**src/common/ita_package.sv**
```systemverilog
// ITA datapath package
// Widths, lane counts and packed data types of the matrix-vector datapath

package ita_package;

  // Output lanes and inner lanes per tile
  localparam int unsigned N = 4;
  localparam int unsigned M = 4;

  // Input/weight, bias and accumulator widths
  localparam int unsigned WI = 8;
  localparam int unsigned WB = 16;
  localparam int unsigned WA = 26;

  typedef logic signed [WI-1:0] ita_data_t;
  typedef logic signed [WB-1:0] ita_bias_elem_t;
  typedef logic signed [WA-1:0] ita_acc_t;

  // One input beat
  typedef ita_data_t [M-1:0] inp_t;

  // One weight tile, lane n holds row n
  typedef inp_t [N-1:0] weight_t;

  typedef ita_bias_elem_t [N-1:0] bias_t;

  // Products and accumulator results
  typedef ita_acc_t [N-1:0] oup_t;

  // Requantized output beat
  typedef logic [N-1:0][WI-1:0] requant_oup_t;

endpackage

```
**src/ita_accumulator.sv**
```systemverilog
// ITA accumulator
// Sums lane products over the inner tiles of a row, starting from the bias
`timescale 1ns/1ps

module ita_accumulator
  import ita_package::*;
(
  input  logic  clk_i,
  input  logic  rst_ni,
  input  logic  calc_en_i,
  input  logic  first_tile_i,
  input  oup_t  oup_i,
  input  bias_t bias_i,
  output oup_t  result_o
);

  oup_t acc_q, acc_d;
  oup_t bias_ext;

  always_comb begin
    for (int n = 0; n < N; n++) begin
      bias_ext[n] = {{(WA - WB){bias_i[n][WB-1]}}, bias_i[n]};
    end
  end

  always_comb begin
    for (int n = 0; n < N; n++) begin
      // First tile restarts the sum
      if (first_tile_i) begin
        acc_d[n] = oup_i[n] + bias_ext[n];
      end else begin
        acc_d[n] = acc_q[n] + oup_i[n];
      end
    end
  end

  always_ff @(posedge clk_i, negedge rst_ni) begin
    if (!rst_ni) begin
      acc_q <= '0;
    end else if (calc_en_i) begin
      acc_q <= acc_d;
    end
  end

  assign result_o = acc_q;

endmodule

```
**config.mk**
```make
export PLATFORM = sky130hd
export DESIGN_NAME = ita_accumulator
export DESIGN_NICKNAME = d
export VERILOG_FILES = /design/src/common/ita_package.sv /design/src/ita_accumulator.sv
export SDC_FILE = /design/constraint.sdc
export NUM_CORES = 1
export LEC_CHECK = 0
export BUFFER_PORTS_ARGS = -buffer_cell sky130_fd_sc_hd__buf_2
export CAP_MARGIN = 20
export CORE_ASPECT_RATIO = 1.75
export CORE_UTILIZATION = 55
export DETAILED_ROUTE_END_ITERATION = 16
export HOLD_SLACK_MARGIN = 0.15
export PLACE_DENSITY = 0.82
export SLEW_MARGIN = 20
export SYNTH_ARGS = -nofsm -noshare
export SYNTH_HDL_FRONTEND = slang
export SYNTH_SLANG_ARGS = --single-unit
export TNS_END_PERCENT = 100
```
**constraint.sdc**
```tcl
create_clock -name clk_i -period 6.7 [get_ports clk_i]
set_clock_uncertainty 0.2 [all_clocks]
set_input_delay 0.335 -clock clk_i [delete_from_list [all_inputs] [get_ports clk_i]]
set_output_delay 0.335 -clock clk_i [all_outputs]
set_load 0.03 [all_outputs]
```
==> results.cfg <==
[outcome]
status = finished clean

[worst_setup_path]
crit_path_end_kind = register
startpoint_type = input pin
path_max_fanout = 42
cp_data_arrival_time_ns = 4.15
crit-reg2reg-launch = result_o[53]
r2r_setup_slack_ns = 3.11
cp.required_ns = 6.71
rr_worst_depth = 13
timing.rr.end = result_o[77]
timing_worst_setup_path_type = in2reg

[clock_network]
cts_max_path_buffers = 2
cts_resized = 0
cts_buffers = 9
root_buffer = clkbuf_16
htreeDepth = 3
cts.clk_slew.worst_paths_ns = 0.08
cts_sinks = 104
clk_latency_ns = 0.36
cts_tree = done

[min_path]
min_path_cells = 3
hold_start = oup_i[25]
worstHoldEndpoint = result_o[25]
worstHoldPathType = in2reg

[placed_design]
dpl.hpwl_mm = 20.2
port-buffer-count = 275
gp_congestion = 0.953
pre_cts_slack_ns = 2.24

[synthesis]
async_flop_share_pct = 100
synth-main-ff-cell = dfrtp_1
netlist_area_um2 = 9710
avgSynthCellArea_um2 = 8.95
ys_seq_area_share_pct = 26.8
synth-edff-count = 0
synthCells = 1085
yosysTopAreaCell = dfrtp_1
syn_nets = 1361
synthDistinctLibCells = 72
synth_top_area_share_pct = 26.8
yosys-top-cells-area = dfrtp_1, ha_1, mux2_2, xnor2_1, o21ai_0
yosys_warnings = 0
ys_seq_elements = 104

[route]
vias = 9252
wl_per_cell_um = 16.7
drcViolationCount = 0
drt_iter0_markers = 300
routed_wl_mm = 26.4
first_pass_iters = 6
vias_per_cell = 5.84
ant_nets = 0

[layout]
syn2layout_area_growth_pct = 20.2
drive_gt1_share_pct = 30.9
final-seq-area_um2 = 2600
fin_nets = 1622
largest_reg_flops = 104
n_fill_cell = 1407
multi_input_area_um2 = 6660

[sta]
finalCritPeriodShare_pct = 61.9
period_needed_ns = 4.15
setup_tns_ns = 0
setup_ws_ns = 2.55
hold_violations = 0
max_slew.worst_pin.slew_ns = 0.848
max_freq_mhz = 241
setup-violations-final = 0
rsz0062_at_grt = false
max_slew_margin_pct = 43.5
drv_slew = 0

[floorplan]
io_pins = 276
start_util_pct = 56.8
die-area_um2 = 18200
chipHeight_um = 178
rows = 63
core_area_um2 = 17100
fp.dieW_um = 102

[power]
p_sw_share_pct = 48.3
leakagePower_nw = 5.81
p_per_area_nw_per_um2 = 403
totalPowerFinal_mw = 4.71
p_clk_share_pct = 12.2
switchingPower_mw = 2.27
vdd_ir_drop_max_v = 0.000224
power_frac_comb_pct = 63.5
p_seq_share_pct = 24.2
p_int_mw = 2.43

[global_route]
grt_max_degree = 70
grt_pass1_wl_mm = 42.5
first_global_vias = 9400
grt_usage_pct = 29.4
grt-ovfl-total = 0
antenna_found_initial = 3

[run]
maxCapViolCount = 0
-- power by group through the flow --
stage	sequential [mW]	combinational (mW)	clock, mW
2_1_floorplan	1.70	1.65	0
3_3_place_gp	1.14	2.90	0
3_5_place_dp	1.15	2.97	0
4_1_cts	1.14	2.99	0.586
5_1_grt	1.18	3.26	0.610
6_report	1.14	2.99	0.576
-- what timing repair did --
action	4_1_cts	5_1_grt
setup buffers	0	0
endpoints found under the hold margin	46	0
hold buffers	6	0
setup endpoints to repair	0	0
-- placed cells by master (no fill, tap or decap), types with 52 or more instances in the layout --
| cell | instances |
|---|---|
| a21oi_1 | 76 |
| buf_2 | 272 |
| dfrtp_1 | 104 |
| ha_1 | 100 |
| inv_1 | 82 |
| mux2_2 | 106 |
| nand2_1 | 66 |
| nor2_1 | 53 |
| o21ai_0 | 90 |
| xnor2_1 | 52 |
-- synth_stat cells, types with 27 or more instances --
| library cell | count |
|---|---|
| xor2_1 | 30 |
| nand2_1 | 66 |
| a21oi_1 | 76 |
| mux2_2 | 106 |
| inv_1 | 82 |
| dfrtp_1 | 104 |
| o21ai_0 | 90 |
| nor2_1 | 53 |
| a21o_1 | 47 |
| xnor2_1 | 52 |
| clkbuf_1 | 27 |
| ha_1 | 100 |
-- area by class of cell --
class,instances,area share [%]
multi-input combinational,862,57.1
sequential,104,22.3
timing repair buffer,287,12.8
inverter,82,2.64
tap,227,2.43
clock buffer,11,2.17
clock inverter,5,0.547
antenna,5,0.107
-- per-stage QoR --
| stage | cell area (um^2) | hold WS (ns) | cells | util, % |
|---|---|---|---|---|
| finish | 11700 | 0.167 | 1583 | 68.2 |
| global route | 11700 | 0.201 | 1581 | 68.2 |
| CTS | 11700 | 0.156 | 1578 | 68.2 |
| detailed placement | 11300 | 0.166 | 1556 | 66.0 |
| global placement | 11300 | 0.148 | 1556 | 66.0 |
| floorplan | 9710 | -0.161 | 1085 | - |
-- layer usage --
layer	vias up	wire [um]	GRT usage (%)
met1	4371	9580	31.4
li1	4476	-	-
met3	87	1420	3.82
met5	-	0	0
met2	318	14000	53.5
met4	0	1430	17.7
-- worst max-delay path, cell delays in order --
cell and delay [ns]:
buf_4 0.40, buf_4 0.48, mux2i_1 0.32, inv_1 0.07, ha_1 0.28, a21o_1 0.18
and4_1 0.21, o311ai_1 0.41, nand2_1 0.10, a211oi_1 0.52, o31ai_1 0.18, xor2_1 0.29
xor2_1 0.11, o21ai_0 0.16, a21oi_1 0.09
-- cell families (layout without fill, tap and decap cells) --
family	Yosys count	after routing	synth area share [%]
other	0	5	0
DFF	104	104	26.8
buffers and inverters	119	385	4.61
AOI/OAI and AO/OA	322	322	21.5
xor gates and xnor gates	83	83	7.56
adders and majority gates	104	104	13.7
muxes	126	126	14.4
and+or+nand+nor	227	227	11.4
-- worst max path at each step --
stage               endpoint    startpoint  slack, ns
4_1_cts         result_o[77]  first_tile_i       2.64
6_report        result_o[77]  first_tile_i       2.55
2_1_floorplan  result_o[103]  first_tile_i       2.45
3_3_place_gp    result_o[25]  first_tile_i       2.34
3_5_place_dp    result_o[77]  first_tile_i       2.24
5_1_grt         result_o[77]  first_tile_i       2.29
(Power assumes the default switching activity.)
