--- config.mk ---
export PLATFORM = sky130hd
export DESIGN_NAME = ita_requantizer
export DESIGN_NICKNAME = d
export VERILOG_FILES = /design/src/common/ita_package.sv /design/src/common/ita_ctrl_pkg.sv /design/src/ita_requantizer.sv
export SDC_FILE = /design/constraint.sdc
export NUM_CORES = 2
export LEC_CHECK = 0
export BUFFER_PORTS_ARGS = -buffer_cell sky130_fd_sc_hd__buf_4
export CORE_MARGIN = 4
export CORE_UTILIZATION = 49
export CTS_CLUSTER_SIZE = 10
export DETAILED_ROUTE_END_ITERATION = 10
export PLACE_DENSITY_LB_ADDON = 0.1
export SETUP_SLACK_MARGIN = 0.4
export SYNTH_ARGS = -nofsm -noshare
export SYNTH_HDL_FRONTEND = slang
export SYNTH_SLANG_ARGS = --single-unit
export TNS_END_PERCENT = 20
--- constraint.sdc ---
create_clock -name clk_i -period 2.1 [get_ports clk_i]
set_input_delay 0.42 -clock clk_i [delete_from_list [all_inputs] [get_ports clk_i]]
set_output_delay 0.42 -clock clk_i [all_outputs]
set_load 0.02 [all_outputs]
--- src/common/ita_package.sv ---
// ITA datapath package
// Widths, lane counts and packed data types of the matrix-vector datapath

package ita_package;

  // Output lanes and inner lanes per tile
  localparam int unsigned N = 4;
  localparam int unsigned M = 4;

  // Input/weight, bias and accumulator widths
  localparam int unsigned WI = 8;
  localparam int unsigned WB = 16;
  localparam int unsigned WA = 26;

  typedef logic signed [WI-1:0] ita_data_t;
  typedef logic signed [WB-1:0] ita_bias_elem_t;
  typedef logic signed [WA-1:0] ita_acc_t;

  // One input beat
  typedef ita_data_t [M-1:0] inp_t;

  // One weight tile, lane n holds row n
  typedef inp_t [N-1:0] weight_t;

  typedef ita_bias_elem_t [N-1:0] bias_t;

  // Products and accumulator results
  typedef ita_acc_t [N-1:0] oup_t;

  // Requantized output beat
  typedef logic [N-1:0][WI-1:0] requant_oup_t;

endpackage

--- src/common/ita_ctrl_pkg.sv ---
// ITA control package
// Job control struct, requantization mode and counter type

package ita_ctrl_pkg;

  typedef logic [7:0] counter_t;

  // Saturation range of the requantized output
  typedef enum logic {
    Signed   = 1'b0,
    Unsigned = 1'b1
  } requant_mode_e;

  typedef struct packed {
    counter_t          rows;
    counter_t          inner_tiles;  // at least 1
    logic        [7:0] eps_mult;
    logic        [4:0] right_shift;
    logic signed [7:0] add;
    requant_mode_e     mode;
  } ctrl_t;

endpackage

--- src/ita_requantizer.sv ---
// ITA requantizer
// Scales accumulator lanes by multiply, arithmetic shift and add, then saturates to 8 bits
`timescale 1ns/1ps

module ita_requantizer
  import ita_package::*;
  import ita_ctrl_pkg::*;
(
  input  logic              clk_i,
  input  logic              rst_ni,
  input  logic              calc_en_i,
  input  requant_mode_e     mode_i,
  input  logic        [7:0] eps_mult_i,
  input  logic        [4:0] right_shift_i,
  input  logic signed [7:0] add_i,
  input  oup_t              result_i,
  output requant_oup_t      requant_oup_o
);

  function automatic logic [WI-1:0] requant_lane(ita_acc_t val);
    logic signed [WA+8:0] scaled;
    logic signed [WA+9:0] sum;
    scaled = val * $signed({1'b0, eps_mult_i});
    // Arithmetic shift floors toward minus infinity
    scaled = scaled >>> right_shift_i;
    sum    = scaled + add_i;
    if (mode_i == Signed) begin
      if (sum > 127) begin
        return 8'h7f;
      end else if (sum < -128) begin
        return 8'h80;
      end
    end else begin
      if (sum > 255) begin
        return 8'hff;
      end else if (sum < 0) begin
        return 8'h00;
      end
    end
    return sum[WI-1:0];
  endfunction

  requant_oup_t requant_d;

  always_comb begin
    for (int n = 0; n < N; n++) begin
      requant_d[n] = requant_lane(result_i[n]);
    end
  end

  always_ff @(posedge clk_i, negedge rst_ni) begin
    if (!rst_ni) begin
      requant_oup_o <= '0;
    end else if (calc_en_i) begin
      requant_oup_o <= requant_d;
    end
  end

endmodule

==> results.sh <==
export IMPL_core_area_sq_um=95440
export IMPL_synthDistinctLibCells=113
export IMPL_hold_viol=0
export IMPL_routed_wl_um=180000
export IMPL_syn_area_sq_um=47390
export IMPL_postLayoutSetupSlackWorst_ns=-7.006
export IMPL_top_regs="requant_oup_o x32"
export IMPL_ios=161
export IMPL_syn_inst=6151
export IMPL_antenna_found_initial=3
export IMPL_cp_max_fo=7
export IMPL_worstPathRequired_ns=2.30
export IMPL_report_final_slew_viol_count=0
export IMPL_max_cap_violations=0
export IMPL_synth_edf_count=0
export IMPL_portBuffers=160
export IMPL_start_util=0.4966
export IMPL_relSlewSlack=0.4387
export IMPL_fp_dieH_um=319.0
export IMPL_largest_register="requant_oup_o"
export IMPL_slowest_delay_ns=0.57
export IMPL_start_kind="primary input"
export IMPL_violations="negative setup slack"
export IMPL_layout_drive_gt1_share=0.3424
export IMPL_cts_tree="done"
export IMPL_fmax_ghz=0.1098
export IMPL_async_flop_share=1.000
export IMPL_ys_warnings_count=0
export IMPL_area_growth_pct=43.20
export IMPL_r2r_start="requant_oup_o[12]$_DFFE_PN0P_"
export IMPL_place_inst=8994
export IMPL_cp_arrival_ns=9.31
export IMPL_ys_ff_latch=32
export IMPL_fin_cells=9153
export IMPL_syn_nets=7352
export IMPL_fin_area_sq_um=67860
export IMPL_period_minus_slack_ns=9.106
export IMPL_htree_levels=2
export IMPL_status="finished, violations left"
export IMPL_syn_avg_cell_area_sq_um=7.704
export IMPL_drc=0
export IMPL_vias=52490
export IMPL_setup_viol=32
export IMPL_grt_start_max_net_pins=48
export IMPL_grt_pass1_vias=54000
export IMPL_numCtsBuffers=5
export IMPL_largest_reg_flops=32
export IMPL_root_buffer="clkbuf_16"
export IMPL_antenna_left=0
export IMPL_clk_pin_slew_worst_paths_ns=0.06
export IMPL_cp_slowest_cell="fa_1"
export IMPL_synth_area_leaders="fa_1 (28%), ha_1 (11%), nand2_1 (7.4%), inv_1 (5.4%), a21oi_1 (4.4%)"
export IMPL_skew_ns=0
export IMPL_post_route_period_util=4.336
export IMPL_grt_pass1_wl_um=284700
export IMPL_hp_class="in2async"
export IMPL_critPathKind="in2reg"
export IMPL_nets=9086
export IMPL_ctsHoldBuffers=0
export IMPL_placed_area_sq_um=63180
export IMPL_path_buf_inv=12
export IMPL_ys_seq_area_frac=0.01690
export IMPL_cts_sinks=32
export IMPL_rows=113
export IMPL_wl_per_cell_um=19.66
export IMPL_crit_family="compound AO/OA/AOI/OAI gates"
export IMPL_endpoint_kind="register"
export IMPL_synth_top_area_cell="fa_1"
export IMPL_ff2ff_path_depth=3
export IMPL_worst_pin_slew_ns=0.8388
export IMPL_track_usage=0.3410
export IMPL_finalWeightedCongestion=1.035
export IMPL_dieArea_sq_um=101800
export IMPL_die_width_um=319.0
export IMPL_grt_ovfl_total=0
export IMPL_r2r_end="requant_oup_o[12]$_DFFE_PN0P_"
export IMPL_drt_iter0_markers=3713
export IMPL_synth_flop_cell="dfrtp_1"
export IMPL_rsz0062_at_grt="true"
export IMPL_place_hpwl_um=147500
export IMPL_viasPerCell=5.734
export IMPL_cp_common_cell="fa_1"
export IMPL_yosys_area_top_type_share=0.2754
export IMPL_drtPass1Iterations=6
export IMPL_cts_path_max_buffers=2
export IMPL_reg2reg_slack_ns=1.10
export IMPL_clock_insertion_delay_worst_skew_ns=0.28
[final cells by class]
type                    count  area (sq um)
repair buffers           2057         16900
clock buffers               5         125.1
diodes                      2         5.005
flip-flops and latches     32         800.8
fillers                  7811         27570
multi-input cells        5098         45810
inverters                 691          2599
well taps                1265          1583
clock inverters             3         42.54
[cell usage in the layout, fill, tap and decap left out, drive strengths merged, types with 19 or more instances in the layout]
cell type,count
nand2b,28
a21o,179
nor2b,33
buf,2049
o21bai,36
nand2,931
o21a,66
ha,420
or3,30
or2,28
xor2,83
o221ai,22
xnor2,140
nor2,320
nand3,84
o211ai,65
mux2i,164
a2111oi,19
o21ai,261
nand4,72
a211oi,86
a221o,25
o22ai,37
a211o,26
a31oi,59
fa,652
mux2,49
nor3,71
nor4,29
o31ai,30
a221oi,24
inv,691
and2,300
and3,54
dfrtp,32
a311oi,21
a21oi,422
[worst max path at each step]
stage,startpoint,to,slack (ns),cells past startpoint
after floorplan,eps_mult_i[0],requant_oup_o[16]$_DFFE_PN0P_,-6.48,36
after global placement,eps_mult_i[0],requant_oup_o[29]$_DFFE_PN0P_,-7.72,37
after detailed placement,eps_mult_i[0],requant_oup_o[29]$_DFFE_PN0P_,-7.94,37
after CTS,eps_mult_i[4],requant_oup_o[21]$_DFFE_PN0P_,-6.89,37
after global routing,eps_mult_i[5],requant_oup_o[22]$_DFFE_PN0P_,-7.29,40
final,eps_mult_i[5],requant_oup_o[22]$_DFFE_PN0P_,-7.01,40
[cell usage after synthesis, drive strengths merged (25+ instances only)]
| cell type | number |
|---|---|
| xnor2 | 140 |
| mux2 | 49 |
| a211o | 26 |
| o21bai | 36 |
| nand2 | 931 |
| nor3 | 71 |
| o22ai | 37 |
| o31ai | 30 |
| o211ai | 65 |
| nor4 | 29 |
| buf | 55 |
| o21ai | 261 |
| a21o | 179 |
| mux2i | 164 |
| a211oi | 86 |
| ha | 420 |
| fa | 652 |
| a21oi | 422 |
| nand3 | 84 |
| or3 | 30 |
| clkbuf | 270 |
| xor2 | 83 |
| o21a | 66 |
| nor2b | 33 |
| nand2b | 28 |
| and2 | 300 |
| nand4 | 72 |
| a221o | 25 |
| a31oi | 59 |
| and3 | 54 |
| nor2 | 320 |
| or2 | 28 |
| inv | 689 |
| dfrtp | 32 |
[per-stage QoR]
step                  util  worst slack, ns  TNS, ns  hold slack (ns)
floorplan                -           -6.481  -203.71           0.1244
global placement    0.6620           -7.715  -241.80           0.3858
detailed placement  0.6620           -7.936  -246.25           0.3871
CTS                 0.6912           -6.885  -217.02          0.08011
global route        0.7110           -7.294  -230.54          0.09887
finish              0.7111           -7.006  -219.50          0.07183
[timing repair]
action / 4_1_cts / 5_1_grt
setup buffers: 83 / 51
endpoints found under the setup margin: 32 / 32
hold endpoints to repair: 0 / 0
gates cloned: 10 / 5
resized for setup: 348 / 275
pin swaps: 230 / 209
[layer usage]
metal	vias up	share of wire	global-route usage
met2	1724	0.49	0.6024
met1	25740	0.41	0.4333
met5	-	0	0
met3	410	0.058	0.03716
met4	0	0.044	0.1210
li1	24610	-	-
[logic make-up after synthesis]
kind of cell               after synthesis  share of synthesized area
AOI/OAI and AO/OA                     1545                     0.2181
xor gates and xnor gates               225                    0.04232
adders and majority gates             1072                     0.3863
buffers and inverters                 1021                    0.08370
DFF                                     32                    0.01690
muxes                                  223                    0.05104
and+or+nand+nor                       2033                     0.2017
Power is left out: the tool's default activity adds up to more than one toggle a clock period on the data nets, which glitch-free logic cannot reach.
