## config.mk

```make
export PLATFORM = sky130hd
export DESIGN_NAME = ita_controller
export DESIGN_NICKNAME = d
export VERILOG_FILES = /design/src/common/ita_ctrl_pkg.sv /design/src/controller/ita_controller.sv
export SDC_FILE = /design/constraint.sdc
export NUM_CORES = 1
export LEC_CHECK = 0
export BUFFER_PORTS_ARGS = -buffer_cell sky130_fd_sc_hd__buf_4
export CAP_MARGIN = 10
export CORE_MARGIN = 2
export CORE_UTILIZATION = 30
export DETAILED_ROUTE_END_ITERATION = 8
export PLACE_DENSITY = 0.63
export SLEW_MARGIN = 15
export SYNTH_ARGS = -nofsm -noshare
export SYNTH_HDL_FRONTEND = slang
export SYNTH_SLANG_ARGS = --single-unit
```

## constraint.sdc

```tcl
create_clock -name clk_i -period 2.9 [get_ports clk_i]
set_input_delay 0.29 -clock clk_i [delete_from_list [all_inputs] [get_ports clk_i]]
set_output_delay 0.29 -clock clk_i [all_outputs]
set_load 0.02 [all_outputs]
```

## src/common/ita_ctrl_pkg.sv

```systemverilog
// ITA control package
// Job control struct, requantization mode and counter type

package ita_ctrl_pkg;

  typedef logic [7:0] counter_t;

  // Saturation range of the requantized output
  typedef enum logic {
    Signed   = 1'b0,
    Unsigned = 1'b1
  } requant_mode_e;

  typedef struct packed {
    counter_t          rows;
    counter_t          inner_tiles;  // at least 1
    logic        [7:0] eps_mult;
    logic        [4:0] right_shift;
    logic signed [7:0] add;
    requant_mode_e     mode;
  } ctrl_t;

endpackage

```

## src/controller/ita_controller.sv

```systemverilog
// ITA controller
// Tile and row sequencing, issue handshakes and output FIFO credit tracking
`timescale 1ns/1ps

module ita_controller
  import ita_ctrl_pkg::*;
#(
  parameter int unsigned FIFO_DEPTH = 4
) (
  input  logic  clk_i,
  input  logic  rst_ni,
  input  ctrl_t ctrl_i,
  input  logic  inp_valid_i,
  input  logic  weight_valid_i,
  input  logic  bias_valid_i,
  input  logic  push_i,
  input  logic  pop_i,
  output logic  inp_ready_o,
  output logic  weight_ready_o,
  output logic  bias_ready_o,
  output logic  calc_en_o,
  output logic  first_tile_o,
  output logic  last_tile_o,
  output logic  busy_o
);

  localparam int unsigned CreditW = $clog2(FIFO_DEPTH + 1);

  counter_t           tile_q, row_q;
  logic               first_tile, last_tile, last_row;
  logic               take_credit;
  logic               issued_all_q, busy_q;
  logic [CreditW-1:0] credit_q, credit_d;
  logic [CreditW-1:0] inflight_q, inflight_d;

  assign first_tile = (tile_q == '0);
  assign last_tile  = (tile_q == counter_t'(ctrl_i.inner_tiles - 8'd1));
  assign last_row   = (row_q == counter_t'(ctrl_i.rows - 8'd1));

  // All channels needed by this tile must be present together
  assign calc_en_o = !issued_all_q && inp_valid_i && weight_valid_i &&
                     (!first_tile || bias_valid_i) &&
                     (!last_tile || (credit_q != '0));

  assign inp_ready_o    = calc_en_o;
  assign weight_ready_o = calc_en_o;
  assign bias_ready_o   = calc_en_o && first_tile;
  assign first_tile_o   = first_tile;
  assign last_tile_o    = last_tile;
  assign busy_o         = busy_q;

  assign take_credit = calc_en_o && last_tile;

  always_comb begin
    credit_d   = credit_q;
    inflight_d = inflight_q;
    if (take_credit) begin
      credit_d   = credit_d - 1'b1;
      inflight_d = inflight_d + 1'b1;
    end
    if (pop_i) begin
      credit_d = credit_d + 1'b1;
    end
    // Result has left the pipeline and sits in the FIFO
    if (push_i) begin
      inflight_d = inflight_d - 1'b1;
    end
  end

  always_ff @(posedge clk_i, negedge rst_ni) begin
    if (!rst_ni) begin
      tile_q       <= '0;
      row_q        <= '0;
      issued_all_q <= 1'b0;
      busy_q       <= 1'b0;
      credit_q     <= CreditW'(FIFO_DEPTH);
      inflight_q   <= '0;
    end else begin
      credit_q   <= credit_d;
      inflight_q <= inflight_d;
      if (calc_en_o) begin
        busy_q <= 1'b1;
        if (last_tile) begin
          tile_q <= '0;
          if (last_row) begin
            row_q        <= '0;
            issued_all_q <= 1'b1;
          end else begin
            row_q <= row_q + 8'd1;
          end
        end else begin
          tile_q <= tile_q + 8'd1;
        end
      end else if (issued_all_q && (inflight_d == '0) &&
                   (credit_d == CreditW'(FIFO_DEPTH))) begin
        // Last result popped, ready for the next job
        busy_q       <= 1'b0;
        issued_all_q <= 1'b0;
      end
    end
  end

endmodule

```

==> impl_metrics.yaml <==
run_status:
  status: "finished, violations left"
  violations: "negative setup slack"
sta:
  fin_crit_sh_pct: 103
  tightestPinTransition_ns: 0.464
  drv_slew: 0
  fmax_mhz: 334
  skew_ns: 0.00468
  slew_headroom_pct: 69.0
  rsz0062_at_grt: "true"
  period_needed_ns: 2.99
  fin_ws_ns: -0.0907
  fin_setup_tns_ns: -0.174
  hold_violations: 0
  setup_viol: 2
route:
  drt-initial-drc-count: 30
  drcViolationCount: 0
  num_vias: 1838
  firstDrtPassIters: 4
  wire_per_inst_um: 12.6
  vias_per_cell: 4.90
  wirelength_um: 4740
  antenna_left: 0
synth:
  syn_area_per_cell_um2: 8.68
  synth_edf_count: 0
  synth_area_leaders: "dfrtp_1 (29%), xnor2_1 (8.3%), ha_1 (6.2%), o21ai_0 (4.5%), nand2_1 (4.5%)"
  synth_seq_cells: 24
  synthArstFlopShare_pct: 100
  yosys_warnings: 0
  syn_nets: 287
  netlist.area_leader.share_pct: 28.6
  yosysUniqueCellTypes: 54
  synth_area_leader_cell: "dfrtp_1"
  ys_seq_area_share_pct: 29.9
  synthesis.area_um2: 2010
  syn-instance-count: 232
  synth_ff_type: "dfrtp_1"
clock_network:
  clockRootBuffer: "clkbuf_8"
  clkLatencyLatePin_ns: 0.27
  cts_sinks: 24
  cts_tree: "built"
  htree_levels: 1
  cts_buffers: 3
  clockBufferDepth: 2
  clk_pin_slew_worst_paths_ns: 0.09
floorplan:
  die_h_um: 85.9
  die_width_um: 85.9
  core_area_um2: 6420
  ios: 52
  die_area_um2: 7390
  std_cell_rows: 29
  initial_core_util_pct: 31.4
flow_run:
  drv_cap: 0
worst_setup_path:
  r2r_start: "tile_q[4]"
  worstSetupStartpoint: "tile_q[4]"
  cp_cell_sequence: "xnor2_2, a21oi_1, or4_4, nor3b_4, nand4_4, buf_6, mux2i_2, ha_1, nand2_1, xnor2_2, xnor2_2, a211oi_2, a31oi_1"
  cpMaxStageDelayCell: "or4_4"
  r2r_cells: 13
  crit_type: "flop to flop"
  max_stage_delay_ns: 0.55
  cp_max_fo: 5
  start_kind: "flop"
  arrival_ns: 3.14
  critPathTopFamily: "simple AND/OR/NAND/NOR gates"
  path_common_cell: "xnor2_2"
  required_ns: 3.05
  ff2ff_setup_slack_ns: -0.09
  crit_path_end_kind: "flop"
  cp_num_buf_inv: 1
  r2r_end: "issued_all_q"
placement:
  placedCellCount: 362
  placed_area_um2: 2560
  routabilityCongestion: 0.833
  port_buffers: 29
  post-dp-hpwl_um: 3640
pwr:
  combinationalPowerShare_pct: 50.2
  seqPwrFrac_pct: 33.4
  power.total_mw: 1.45
  p_sw_mw: 0.524
  powerDensity_nw_per_um2: 532
  intPower_mw: 0.926
  p_sw_share_pct: 36.2
  p_leak_nw: 1.24
  vdd_drop_max_mv: 0.223
  clockPowerShare_pct: 16.4
global_routing:
  grt_max_degree: 25
  grt_first_pass_wirelength_um: 8090
  grt.total_usage_pct: 13.6
  grt_pass1_vias: 1838
  grt_antenna_before_repair: 0
  overflow: 0
worst_hold_path:
  whs_path_depth: 2
  holdPathEnd: "credit_q[0]"
  worst_hold_path_type: "input port to flop"
  hp-start: "pop_i"
layout:
  diodes: 0
  areaGrowthSynthToFinish_pct: 35.3
  drive_gt1_share_pct: 33.9
  multiInputGateArea_um2: 1380
  seqCellArea_um2: 602
  stdcell_area_um2: 2730
  fillCellCount: 629
  final_cells: 375
  most-common-layout-cells: "buf_4 (69), nand2_1 (23), dfrtp_1 (23), xnor2_1 (15), o21ai_0 (15)"
  mostFrequentLayoutCell: "buf_4"
  fin_nets: 354
metrics by stage:
step / utilization (%) / hold WS [ns] / worst slack (ns)
2_1_floorplan: - / -0.00559 / -0.140
3_3_place_gp: 39.8 / 0.216 / -0.239
3_5_place_dp: 39.8 / 0.216 / -0.331
4_1_cts: 41.8 / 0.234 / -0.0381
5_1_grt: 42.5 / 0.242 / -0.264
6_report: 42.5 / 0.237 / -0.0907
worst max path at each step:
stage / to / slack (ns) / cells past startpoint
3_3_place_gp: issued_all_q / -0.24 / 15
5_1_grt: issued_all_q / -0.26 / 13
3_5_place_dp: busy_o / -0.33 / 13
6_report: issued_all_q / -0.09 / 13
4_1_cts: issued_all_q / -0.04 / 11
2_1_floorplan: busy_o / -0.14 / 14
cell families (layout without fill, tap and decap cells):
| logic type | after synthesis | after routing | share of synthesized area, % |
|---|---|---|---|
| xor gates and xnor gates | 27 | 27 | 11.7 |
| DFF | 24 | 24 | 29.9 |
| and+or+nand+nor | 91 | 91 | 27.2 |
| adders and majority gates | 10 | 10 | 6.21 |
| AOI/OAI and AO/OA | 52 | 52 | 17.7 |
| muxes | 4 | 4 | 2.05 |
| buffers and inverters | 24 | 90 | 5.22 |
routing by layer:
| layer | up-vias | share of wire (%) | GRT usage (%) |
|---|---|---|---|
| li1 | 956 | - | - |
| met1 | 858 | 47 | 17.3 |
| met2 | 19 | 49 | 23.6 |
| met3 | 5 | 2.3 | 1.83 |
| met4 | 0 | 1.4 | 4.33 |
| met5 | - | 0 | 0 |
state kept, by name, indices dropped and copies added (netlist names):
signal / cells
busy_o: 1
credit_q: 3
inflight_q: 3
issued_all_q: 1
row_q: 8
tile_q: 8
synthesized netlist by cell type (all sizes together) (2+ instances only):
cell type  number
nand3           8
inv            15
a31oi           3
and3            5
nor2            9
a21oi           5
and2            2
a211oi          3
nand2          25
o211ai          5
xor2            8
a21o            4
nand4           4
nand3b          3
buf             4
nor3            8
o41a            2
xnor2          19
nor4            3
o31ai           3
clkbuf          5
ha             10
mux2i           3
o21ai          23
nor3b           7
dfrtp          23
nor4b           2
nand2b          8
area by class of cell:
cell class | instances | share of cell area, %
tap | 77 | 3.53
timing repair buffer | 71 | 19.8
multi-input combinational | 184 | 50.5
inverter | 15 | 2.07
clock buffer | 4 | 2.02
sequential | 24 | 22.1
worst reg2reg max path, delay by kind of cell, from the launching register on:
family          cells  cell delay [ns]
xor+xnor            3             0.45
simple gates        4             1.06
mux                 1             0.20
compound gates      3             0.39
buf+inv             1             0.17
fa+ha+maj           1             0.17
flops               1             0.42
power groups by stage:
| stage | clock network [mW] | registers, mW | logic [mW] |
|---|---|---|---|
| final | 0.238 | 0.485 | 0.728 |
| after CTS | 0.247 | 0.479 | 0.690 |
| after detailed placement | 0 | 0.486 | 0.656 |
| after global routing | 0.257 | 0.496 | 0.811 |
| after floorplan | 0 | 0.475 | 0.396 |
| after global placement | 0 | 0.486 | 0.639 |
timing repair:
item,in CTS,in global routing
endpoints found under the setup margin,3,6
gates resized for setup,6,5
buffers inserted,6,2
hold buffers,1,0
pin swaps,10,4
endpoints found under the hold margin,23,0
No activity file was read; power rests on OpenSTA's default activity.
