<file path="src/fifo_v3.sv">
// Synchronous FIFO
// Circular buffer with registered head output, full, empty and usage flags
`timescale 1ns/1ps

module fifo_v3 #(
  parameter int unsigned DEPTH      = 4,
  parameter int unsigned DATA_WIDTH = 32
) (
  input  logic                         clk_i,
  input  logic                         rst_ni,
  input  logic                         push_i,
  input  logic                         pop_i,
  input  logic [DATA_WIDTH-1:0]        data_i,
  output logic                         full_o,
  output logic                         empty_o,
  output logic [$clog2(DEPTH+1)-1:0]   usage_o,
  output logic [DATA_WIDTH-1:0]        data_o
);

  localparam int unsigned PtrW = $clog2(DEPTH);
  localparam int unsigned CntW = $clog2(DEPTH + 1);

  logic [DATA_WIDTH-1:0] mem_q [DEPTH];
  logic [PtrW-1:0]       wr_ptr_q, rd_ptr_q;
  logic [CntW-1:0]       count_q;
  logic                  do_push, do_pop;

  assign full_o  = (count_q == CntW'(DEPTH));
  assign empty_o = (count_q == '0);
  assign usage_o = count_q;
  assign data_o  = mem_q[rd_ptr_q];

  // Pushes into a full and pops from an empty FIFO are ignored
  assign do_push = push_i && !full_o;
  assign do_pop  = pop_i && !empty_o;

  always_ff @(posedge clk_i, negedge rst_ni) begin
    if (!rst_ni) begin
      wr_ptr_q <= '0;
      rd_ptr_q <= '0;
      count_q  <= '0;
    end else begin
      if (do_push) begin
        wr_ptr_q <= (wr_ptr_q == PtrW'(DEPTH - 1)) ? '0 : wr_ptr_q + 1'b1;
      end
      if (do_pop) begin
        rd_ptr_q <= (rd_ptr_q == PtrW'(DEPTH - 1)) ? '0 : rd_ptr_q + 1'b1;
      end
      if (do_push && !do_pop) begin
        count_q <= count_q + 1'b1;
      end else if (do_pop && !do_push) begin
        count_q <= count_q - 1'b1;
      end
    end
  end

  always_ff @(posedge clk_i) begin
    if (do_push) begin
      mem_q[wr_ptr_q] <= data_i;
    end
  end

endmodule

</file>
<file path="config.mk">
export PLATFORM = sky130hd
export DESIGN_NAME = fifo_v3
export DESIGN_NICKNAME = d
export VERILOG_FILES = /design/src/fifo_v3.sv
export SDC_FILE = /design/constraint.sdc
export NUM_CORES = 1
export LEC_CHECK = 0
export BUFFER_PORTS_ARGS = -buffer_cell sky130_fd_sc_hd__buf_2
export CORE_MARGIN = 2
export CORE_UTILIZATION = 50
export DETAILED_ROUTE_END_ITERATION = 7
export HOLD_SLACK_MARGIN = 0.1
export PLACE_DENSITY = 0.8
export SLEW_MARGIN = 20
export SYNTH_ARGS = -nofsm -noshare
export SYNTH_HDL_FRONTEND = slang
export SYNTH_SLANG_ARGS = --single-unit
export TNS_END_PERCENT = 1
</file>
<file path="constraint.sdc">
create_clock -name clk_i -period 2.22 [get_ports clk_i]
set_input_delay 0.333 -clock clk_i [delete_from_list [all_inputs] [get_ports clk_i]]
set_output_delay 0.333 -clock clk_i [all_outputs]
set_load 0.02 [all_outputs]
</file>
==> results of run 1 <==
## through the flow
stage | hold slack [ps] | setup TNS [ps] | util (%) | std cells | setup WS, ps
3_3_place_gp | 177 | 0 | 58.2 | 415 | 315
2_1_floorplan | 37.4 | 0 | - | 205 | 18.3
6_report | 183 | 0 | 69.3 | 486 | 7.46
5_1_grt | 184 | -889 | 69.3 | 486 | -53.8
4_1_cts | 152 | -10.5 | 67.6 | 480 | -5.81
3_5_place_dp | 180 | 0 | 58.2 | 415 | 230
## metal layers
layer  global-route usage [%]  vias to the layer above  routed length, um
met1                     20.6                     1293               3720
li1                         -                     1131                  -
met3                     6.30                        8                410
met2                     28.7                       79               4890
met4                     5.79                        0                 59
met5                        0                        -                  0
## path summary, 6_finish.rpt
kind                        startpoint     endpoint  slack (ps)  cells after the start
max in group asynchronous       rst_ni  rd_ptr_q[1]        1850                      2
min in group clk_i               pop_i  rd_ptr_q[0]         250                      4
min reg2reg                 usage_o[2]   usage_o[2]         570                      1
min                             rst_ni   usage_o[1]         180                      2
max                        rd_ptr_q[0]   data_o[21]           7                      4
max reg2reg                 usage_o[0]   usage_o[2]         220                      7
## state kept, by name, summed over array words and instances, names as in the netlist
signal / cells
rd_ptr_q: 2
wr_ptr_q: 2
usage_o: 3
mem_q: 128
## cells by family after synthesis
group                      after synthesis  synth area share (%)
xor gates and xnor gates                 3                 0.520
and+or+nand+nor                         10                  1.21
muxes                                   36                  15.3
DFF                                    135                  79.5
AOI/OAI and AO/OA                        2                 0.396
adders and majority gates                7                  1.88
buffers and inverters                   12                  1.21
## cells in the final DEF, fill, tap and decap left out, types with 2 or more instances in the layout
| cell type | n |
|---|---|
| nor3_1 | 2 |
| dfrtp_1 | 5 |
| inv_1 | 3 |
| clkbuf_16 | 19 |
| xor2_1 | 2 |
| mux2_4 | 2 |
| clkinv_4 | 3 |
| buf_6 | 11 |
| edfxtp_1 | 128 |
| mux2_2 | 2 |
| and2_2 | 4 |
| clkinvlp_4 | 3 |
| clkinv_2 | 2 |
| clkinv_1 | 2 |
| mux4_2 | 32 |
| buf_12 | 4 |
| clkbuf_1 | 2 |
| bufinv_16 | 3 |
| buf_2 | 62 |
| dlygate4sd3_1 | 33 |
| ha_1 | 6 |
| buf_4 | 12 |
| nor2_1 | 2 |
## final cells by class
cell class              instances  area [um2]  share of cell area, %
clock buffers                  19         422                   6.22
clock inverters                13         156                   2.31
inverters                       3        11.3                  0.166
multi-input cells              58         987                   14.6
flip-flops and latches        135        4020                   59.4
well taps                     133         166                   2.46
repair buffers                125        1010                   14.9
## power by group through the flow
stage	combinational, mW	sequential [mW]	clock, mW
4_1_cts	2.91	3.63	2.73
3_3_place_gp	2.80	3.63	0
3_5_place_dp	2.82	3.67	0
2_1_floorplan	1.94	3.60	0
6_report	3.24	3.62	2.69
5_1_grt	3.45	3.66	2.85
## timing repair
action,4_1_cts,5_1_grt
gates resized for setup,3,22
setup endpoints to repair,21,24
hold endpoints to repair,135,0
hold buffers,33,0
setup buffers,0,3
cloned,0,3
==> results.md, run 1 <==
- Run status: finished, final reports clean
- Static leakage power: 2.45 nW
- Worst Tran Pin Value: 313 ps
- Layout cells sized above 1: 46.5%
- Final Hold Viols: 0
- Register share of total power: 37.9%
- Final net count: 383
- Via/cell ratio: 5.17
- Post-Synthesis Cells: 205
- Die area: 10900 um2
- Synth Area per Inst: 24.7 um2
- CTS buffer count: 17
- Total congestion overflow: 0
- Maximum VDD drop: 784 uV
- Post-synth EDFFs: 128
- Tot GR Track Use: 17.1%
- Initial DRC count: 171
- Global placement routability congestion: 0.739
- Max FO, Critical Path: 6
- # setup viols final: 0
- Io pins: 73
- Vias in the first global route: 2577
- Clock transition at path regs: 60 ps
- Post-Syn Area: 5060 um2
- Vias post-DR: 2511
- Switching share of total power: 30.1%
- Port bufs: 72
- WP buf/inv: 3
- Die Width: 105 um
- Worst skew pair latency: 510 ps
- Critical path arrival: 1880 ps
- Core footprint: 9770 um2
- Starting Density: 51.7%
- Highest clock rate: 0.452 GHz
- Cell Pwr Density: 1410 nW/um2
- Area Growth Syn to Fin: 34.0%
- MaxCap Viol Count: 0
- CTS sink cnt: 135
- Max transition margin: 79.1%
- Final instance area: 6780 um2
- Post-route minimum period: 2210 ps
- Drt wl/cell: 18.7 um
- Most frequent cells after synthesis: 128 x edfxtp_1, 32 x mux4_2, 7 x dfrtp_1
- #FFs+latches synth: 135
- Initial antenna violation count: 0
- Tot Pwr: 9.56 mW
- ANT cells: 0
- FP Rows: 36
- Largest net degree at the start of global routing: 22
- Worst EP required: 1890 ps
- Ys flop type: edfxtp_1
- CP endpoint kind: output port
- Clock Tree Root: clkbuf_8
- Post-route ant nets: 0
- Startpoint types: register
- Net Count, Synth: 248
- First-pass GRT wire length: 13500 um
- Post-Route WL: 9080 um
- Clk pwr share: 28.2%
- Distinct cells, synth: 20
- Die height: 105 um
- Sequential share of the synthesized area: 79.5%
- Final slew viol count: 0
- Post-synth ARST share: 5.19%
- Max H-tree Level: 4
- Cell Int Power: 6.68 mW
- Switching power: 2.88 mW
- Min-Delay Path Class: primary input to async pin
- CP peak stage delay: 520 ps
- CTS Buffer Depth: 2
- Slowest CP cell: mux4_2
- Largest delay share family, worst path: multiplexers
- Top post-synthesis cells by area: edfxtp_1 76%, mux4_2 14%, dfrtp_1 3.5%
- Critical path class: register to output port
- Clock skew: 6.15 ps
- Final Cycle Share: 99.7%
- Yosys Warn Count: 0
- Count leader, synth: edfxtp_1
- RSZ-0062 raised after global routing: true
- Worst-path cell chain: buf_6 -> buf_12 -> mux4_2 -> buf_2
- CTS tree: done
- Post-synth top area cell: edfxtp_1
- Filler cell count: 624
- Area share of the largest cell type after synthesis: 76.0%
- Drt pass-1 iters: 4
- Dpl cell area: 5690 um2
- Residual DRC: 0
- DP Wirelength: 5170 um
- Comb pwr share: 33.9%
(Power assumes the default switching activity.)
==> run 2: changes to the inputs <==
--- a/config.mk
+++ b/config.mk
@@ -5,12 +5,12 @@
 export SDC_FILE = /design/constraint.sdc
 export NUM_CORES = 1
 export LEC_CHECK = 0
-export BUFFER_PORTS_ARGS = -buffer_cell sky130_fd_sc_hd__buf_2
 export CORE_MARGIN = 2
 export CORE_UTILIZATION = 50
 export DETAILED_ROUTE_END_ITERATION = 7
+export DONT_BUFFER_PORTS = 1
 export HOLD_SLACK_MARGIN = 0.1
-export PLACE_DENSITY = 0.8
+export PLACE_DENSITY = 0.74
 export SLEW_MARGIN = 20
 export SYNTH_ARGS = -nofsm -noshare
 export SYNTH_HDL_FRONTEND = slang
==> run 2 against run 1 <==
Against the previous run:
- global-route usage fell by 0.093 points
- final area down 6.8%
- sequential share of layout area rose by 4.3 points
==> results.md, run 2 (synthesis gave the netlist of run 1 again) <==
- Core footprint: 9770 um2
- Tot GR Track Use: 17.0%
- Cell Pwr Density: 1420 nW/um2
- Final Cycle Share: 94.7%
- Worst skew pair latency: 500 ps
- Port bufs: 0
- Die height: 105 um
- Critical path class: register to output port
- Io pins: 73
- Worst Tran Pin Value: 611 ps
- Run status: finished, final reports clean
- Initial DRC count: 124
- Layout cells sized above 1: 32.5%
- # setup viols final: 0
- Drt wl/cell: 20.3 um
- Residual DRC: 0
- Clock Tree Root: clkbuf_8
- GR Util met1: 21.3%
- MaxCap Viol Count: 0
- CTS buffer count: 17
- Highest clock rate: 0.476 GHz
- Min-Delay Path Class: primary input to register
- DP Wirelength: 5030 um
- Placed Instances: 346
- Setup TNS: 0 ps
- Startpoint types: register
- CP peak stage delay: 630 ps
- Post-route minimum period: 2100 ps
- Post-route ant nets: 0
- CTS tree: done
- Max reg flops: 128
- Met3 GRT Util: 6.67%
- Die Width: 105 um
- Max FO, Critical Path: 17
- Largest net degree at the start of global routing: 24
- Largest reg by FF count: mem_q
- Hold_ws: 150 ps
- CTS Buffer Depth: 2
- Post-CTS Setup Bufs: 0
- Maximum VDD drop: 746 uV
- First-pass GRT wire length: 13600 um
- Grt met2 use: 27.3%
- Via/cell ratio: 5.42
- GRT busiest layer: met2
- Die area: 10900 um2
- Worst-path cell chain: buf_6 -> mux4_2
- Final net count: 308
- Critical path arrival: 1770 ps
- Post-Route WL: 8340 um
- RSZ-0062 raised after global routing: false
- Area Growth Syn to Fin: 25.0%
- Worst EP required: 1890 ps
- Vias post-DR: 2226
- Max transition margin: 59.0%
- Non-Filler Instances: 411
- Initial antenna violation count: 1
- Total congestion overflow: 0
- Clock skew: 8.50 ps
- Vias in the first global route: 2509
- Leading cell type in the layout, fill and taps excluded: edfxtp_1
- Final slew viol count: 0
- Drt pass-1 iters: 4
- FP Rows: 36
- Static leakage power: 2.12 nW
- Final Hold Viols: 0
- Starting Density: 51.7%
- Global placement routability congestion: 0.690
- Max H-tree Level: 4
- CTS sink cnt: 135
- Commonest non-fill, non-tap cells in the layout: 128 x edfxtp_1, 33 x dlygate4sd3_1, 32 x mux4_2, 16 x clkbuf_16, 10 x buf_4
- Slowest CP cell: mux4_2
- CP endpoint kind: output port
- Clock transition at path regs: 50 ps
run 2: changes by cell type in the layout (fill, tap and decap cells not counted), sizes merged:
cell	delta
bufinv	+1
clkinv	-2
diode	+1
inv	+1
clkinvlp	-1
clkbuf	-3
buf	-72
run 2: final cells by class:
type / instances / area, um2
Antenna cell: 1 / 2.50
Clock buffer: 19 / 422
Clock inverter: 12 / 176
Fill cell: 663 / 3460
Inverter: 3 / 11.3
Multi-Input combinational cell: 58 / 987
Sequential cell: 135 / 4020
Tap cell: 133 / 166
Timing Repair Buffer: 50 / 532
run 2: worst max-delay path, delay by kind of cell, from the launching register on:
family	cells	cell delay [ps]
flops	1	380
mux	1	630
buf+inv	1	250
run 2: repair_timing:
item                                   in CTS  in global routing
resized for setup                           2                  1
endpoints found under the hold margin     135                  0
setup endpoints to repair                  18                  3
hold buffers                               33                  0
run 2: metal layers:
layer | wire length, um | up-vias
met2 | 4310 | 58
li1 | - | 983
met5 | 0 | -
met4 | 87 | 0
met3 | 418 | 6
met1 | 3520 | 1179
run 2: final timing paths:
| kind | from | endpoint | slack (ps) | depth (start not counted) |
|---|---|---|---|---|
| worst max register to register | usage_o[2] | usage_o[2] | 160 | 8 |
| worst min-delay path | pop_i | rd_ptr_q[0] | 150 | 3 |
| max in group asynchronous | rst_ni | rd_ptr_q[0] | 1790 | 1 |
| min in group asynchronous | rst_ni | usage_o[2] | 160 | 1 |
| worst min register to register | wr_ptr_q[1] | wr_ptr_q[1] | 580 | 1 |
| worst max-delay path | rd_ptr_q[0] | data_o[4] | 120 | 2 |
run 2: metrics by stage:
stage               worst slack (ps)  util (%)  power (mW)  instance area, um2
global route                    18.9      64.6        9.37                6320
finish                           118      64.6        8.97                6320
global placement                 236      55.0        6.11                5380
floorplan                       18.3         -        5.54                5060
detailed placement               174      55.0        6.18                5380
CTS                             46.3      64.6        9.08                6310
run 2: where the power goes:
group          switching (mW)  internal [mW]  leakage [nW]
clock network           0.990           1.82         0.288
logic                    1.53           1.06         0.583
registers               0.188           3.38          1.25
==> run 3: changes to the inputs <==
--- a/config.mk
+++ b/config.mk
@@ -6,11 +6,11 @@
 export NUM_CORES = 1
 export LEC_CHECK = 0
 export CORE_MARGIN = 2
-export CORE_UTILIZATION = 50
+export CORE_UTILIZATION = 40
 export DETAILED_ROUTE_END_ITERATION = 7
 export DONT_BUFFER_PORTS = 1
 export HOLD_SLACK_MARGIN = 0.1
-export PLACE_DENSITY = 0.74
+export PLACE_DENSITY = 0.63
 export SLEW_MARGIN = 20
 export SYNTH_ARGS = -nofsm -noshare
 export SYNTH_HDL_FRONTEND = slang
==> run 3 against run 2 <==
Against the previous run:
- total power decreased by 1.6%
- flip-flop and latch count unchanged
- sequential share of layout area rose by 0.083 points
- sequential power is essentially flat
- count of clock-buffer cells in the layout down 2
- critical path depth stayed put
- first-iteration DRC count increased by 33%
- die area up 24%
==> results.md, run 3 (synthesis gave the netlist of run 1 again) <==
- Starting Density: 40.6%
- Worst EP required: 1890 ps
- Clock Tree Root: clkbuf_16
- Post-CTS Setup Bufs: 0
- FP Rows: 41
- Setup TNS: 0 ps
- DP Wirelength: 5120 um
- Die area: 13600 um2
- Die Width: 116 um
- CTS sink cnt: 135
- CP endpoint kind: output port
- First-pass GRT wire length: 13600 um
- Min-Delay Path Class: primary input to register
- Clock transition at path regs: 60 ps
- Largest reg by FF count: mem_q
- Max reg flops: 128
- Critical path arrival: 1750 ps
- Drt pass-1 iters: 5
- Tot Pwr: 8.82 mW
- Port bufs: 0
- Commonest non-fill, non-tap cells in the layout: 128 x edfxtp_1, 33 x dlygate4sd3_1, 32 x mux4_2, 17 x clkbuf_16, 14 x buf_4
- Post-Route WL: 8690 um
- Maximum VDD drop: 687 uV
- Worst Tran Pin Value: 619 ps
- Area Growth Syn to Fin: 24.8%
- Initial antenna violation count: 1
- Critical path class: register to output port
- Via/cell ratio: 4.88
- Cell Pwr Density: 1400 nW/um2
- Static leakage power: 2.10 nW
- Run status: finished, final reports clean
- Core footprint: 12500 um2
- Drt wl/cell: 19.3 um
- Post-route ant nets: 0
- RSZ-0062 raised after global routing: false
- Clock skew: 4.32 ps
- Post-route minimum period: 2080 ps
- Highest clock rate: 0.480 GHz
- Worst skew pair latency: 400 ps
- Max FO, Critical Path: 16
- Leading cell type in the layout, fill and taps excluded: edfxtp_1
- Max transition margin: 58.4%
- Final Hold Viols: 0
- Global placement routability congestion: 0.634
- Vias post-DR: 2202
- CTS Buffer Depth: 2
- Filler cell count: 1004
- Startpoint types: register
- Io pins: 73
- MaxCap Viol Count: 0
- Vias in the first global route: 2382
- Total congestion overflow: 0
- # setup viols final: 0
- CTS buffer count: 17
- Final net count: 308
- Final Cycle Share: 93.8%
- CTS tree: done
- Residual DRC: 0
- Die height: 116 um
- Hold_ws: 240 ps
- Initial DRC count: 165
- Tot GR Track Use: 14.3%
- Largest net degree at the start of global routing: 24
- Max H-tree Level: 4
- Final slew viol count: 0
- Layout cells sized above 1: 33.1%
-- run 3: where the power goes --
part	internal (mW)	switching, mW	total [mW]
logic	1.01	1.52	2.52
registers	3.38	0.185	3.57
clock network	1.74	0.989	2.73
total	6.13	2.69	8.82
-- run 3: path summary, 6_finish.rpt --
path,startpoint,end,slack (ps),cells past startpoint
max in group asynchronous,rst_ni,usage_o[2],1680,1
min,pop_i,rd_ptr_q[0],240,3
max,rd_ptr_q[0],data_o[2],140,2
max reg2reg,usage_o[2],usage_o[2],220,8
min in group asynchronous,rst_ni,usage_o[1],270,1
min reg2reg,wr_ptr_q[1],wr_ptr_q[1],580,1
-- run 3: worst max-delay path: stages (launching register included) --
cell and delay, ps:
dfrtp_2 360, buf_4 330, mux4_2 650
-- run 3: through the flow --
| step | cell area (um2) | utilization, % | cells | worst slack (ps) |
|---|---|---|---|---|
| after floorplan | 5060 | - | 205 | 18.3 |
| after global placement | 5390 | 43.2 | 385 | 231 |
| after detailed placement | 5390 | 43.2 | 385 | 174 |
| after CTS | 6300 | 50.6 | 450 | 35.7 |
| after global routing | 6310 | 50.6 | 451 | 22.4 |
| final | 6310 | 50.6 | 451 | 137 |
-- run 3: layer usage --
metal  global-route usage [%]  routed length [um]  up-vias  share of wire [%]
met5                        0                   0        -                  0
li1                         -                   -      984                  -
met3                     6.64                 478       10                5.5
met2                     22.5                4320       56                 50
met1                     17.4                3810     1152                 44
met4                     5.00                  80        0               0.92
-- run 3: repair_timing --
action                                 4_1_cts  5_1_grt
gates resized for setup                      0        2
setup endpoints to repair                    0        6
hold buffers                                33        0
endpoints found under the hold margin      135        0
-- run 3: area by class of cell --
cell class	count	area [um2]	area share (%)
Tap cell	172	215	3.41
Clock inverter	15	161	2.56
Multi-Input combinational cell	58	987	15.6
Antenna cell	1	2.50	0.0396
Clock buffer	17	425	6.74
Inverter	3	11.3	0.178
Timing Repair Buffer	50	487	7.71
Sequential cell	135	4020	63.7
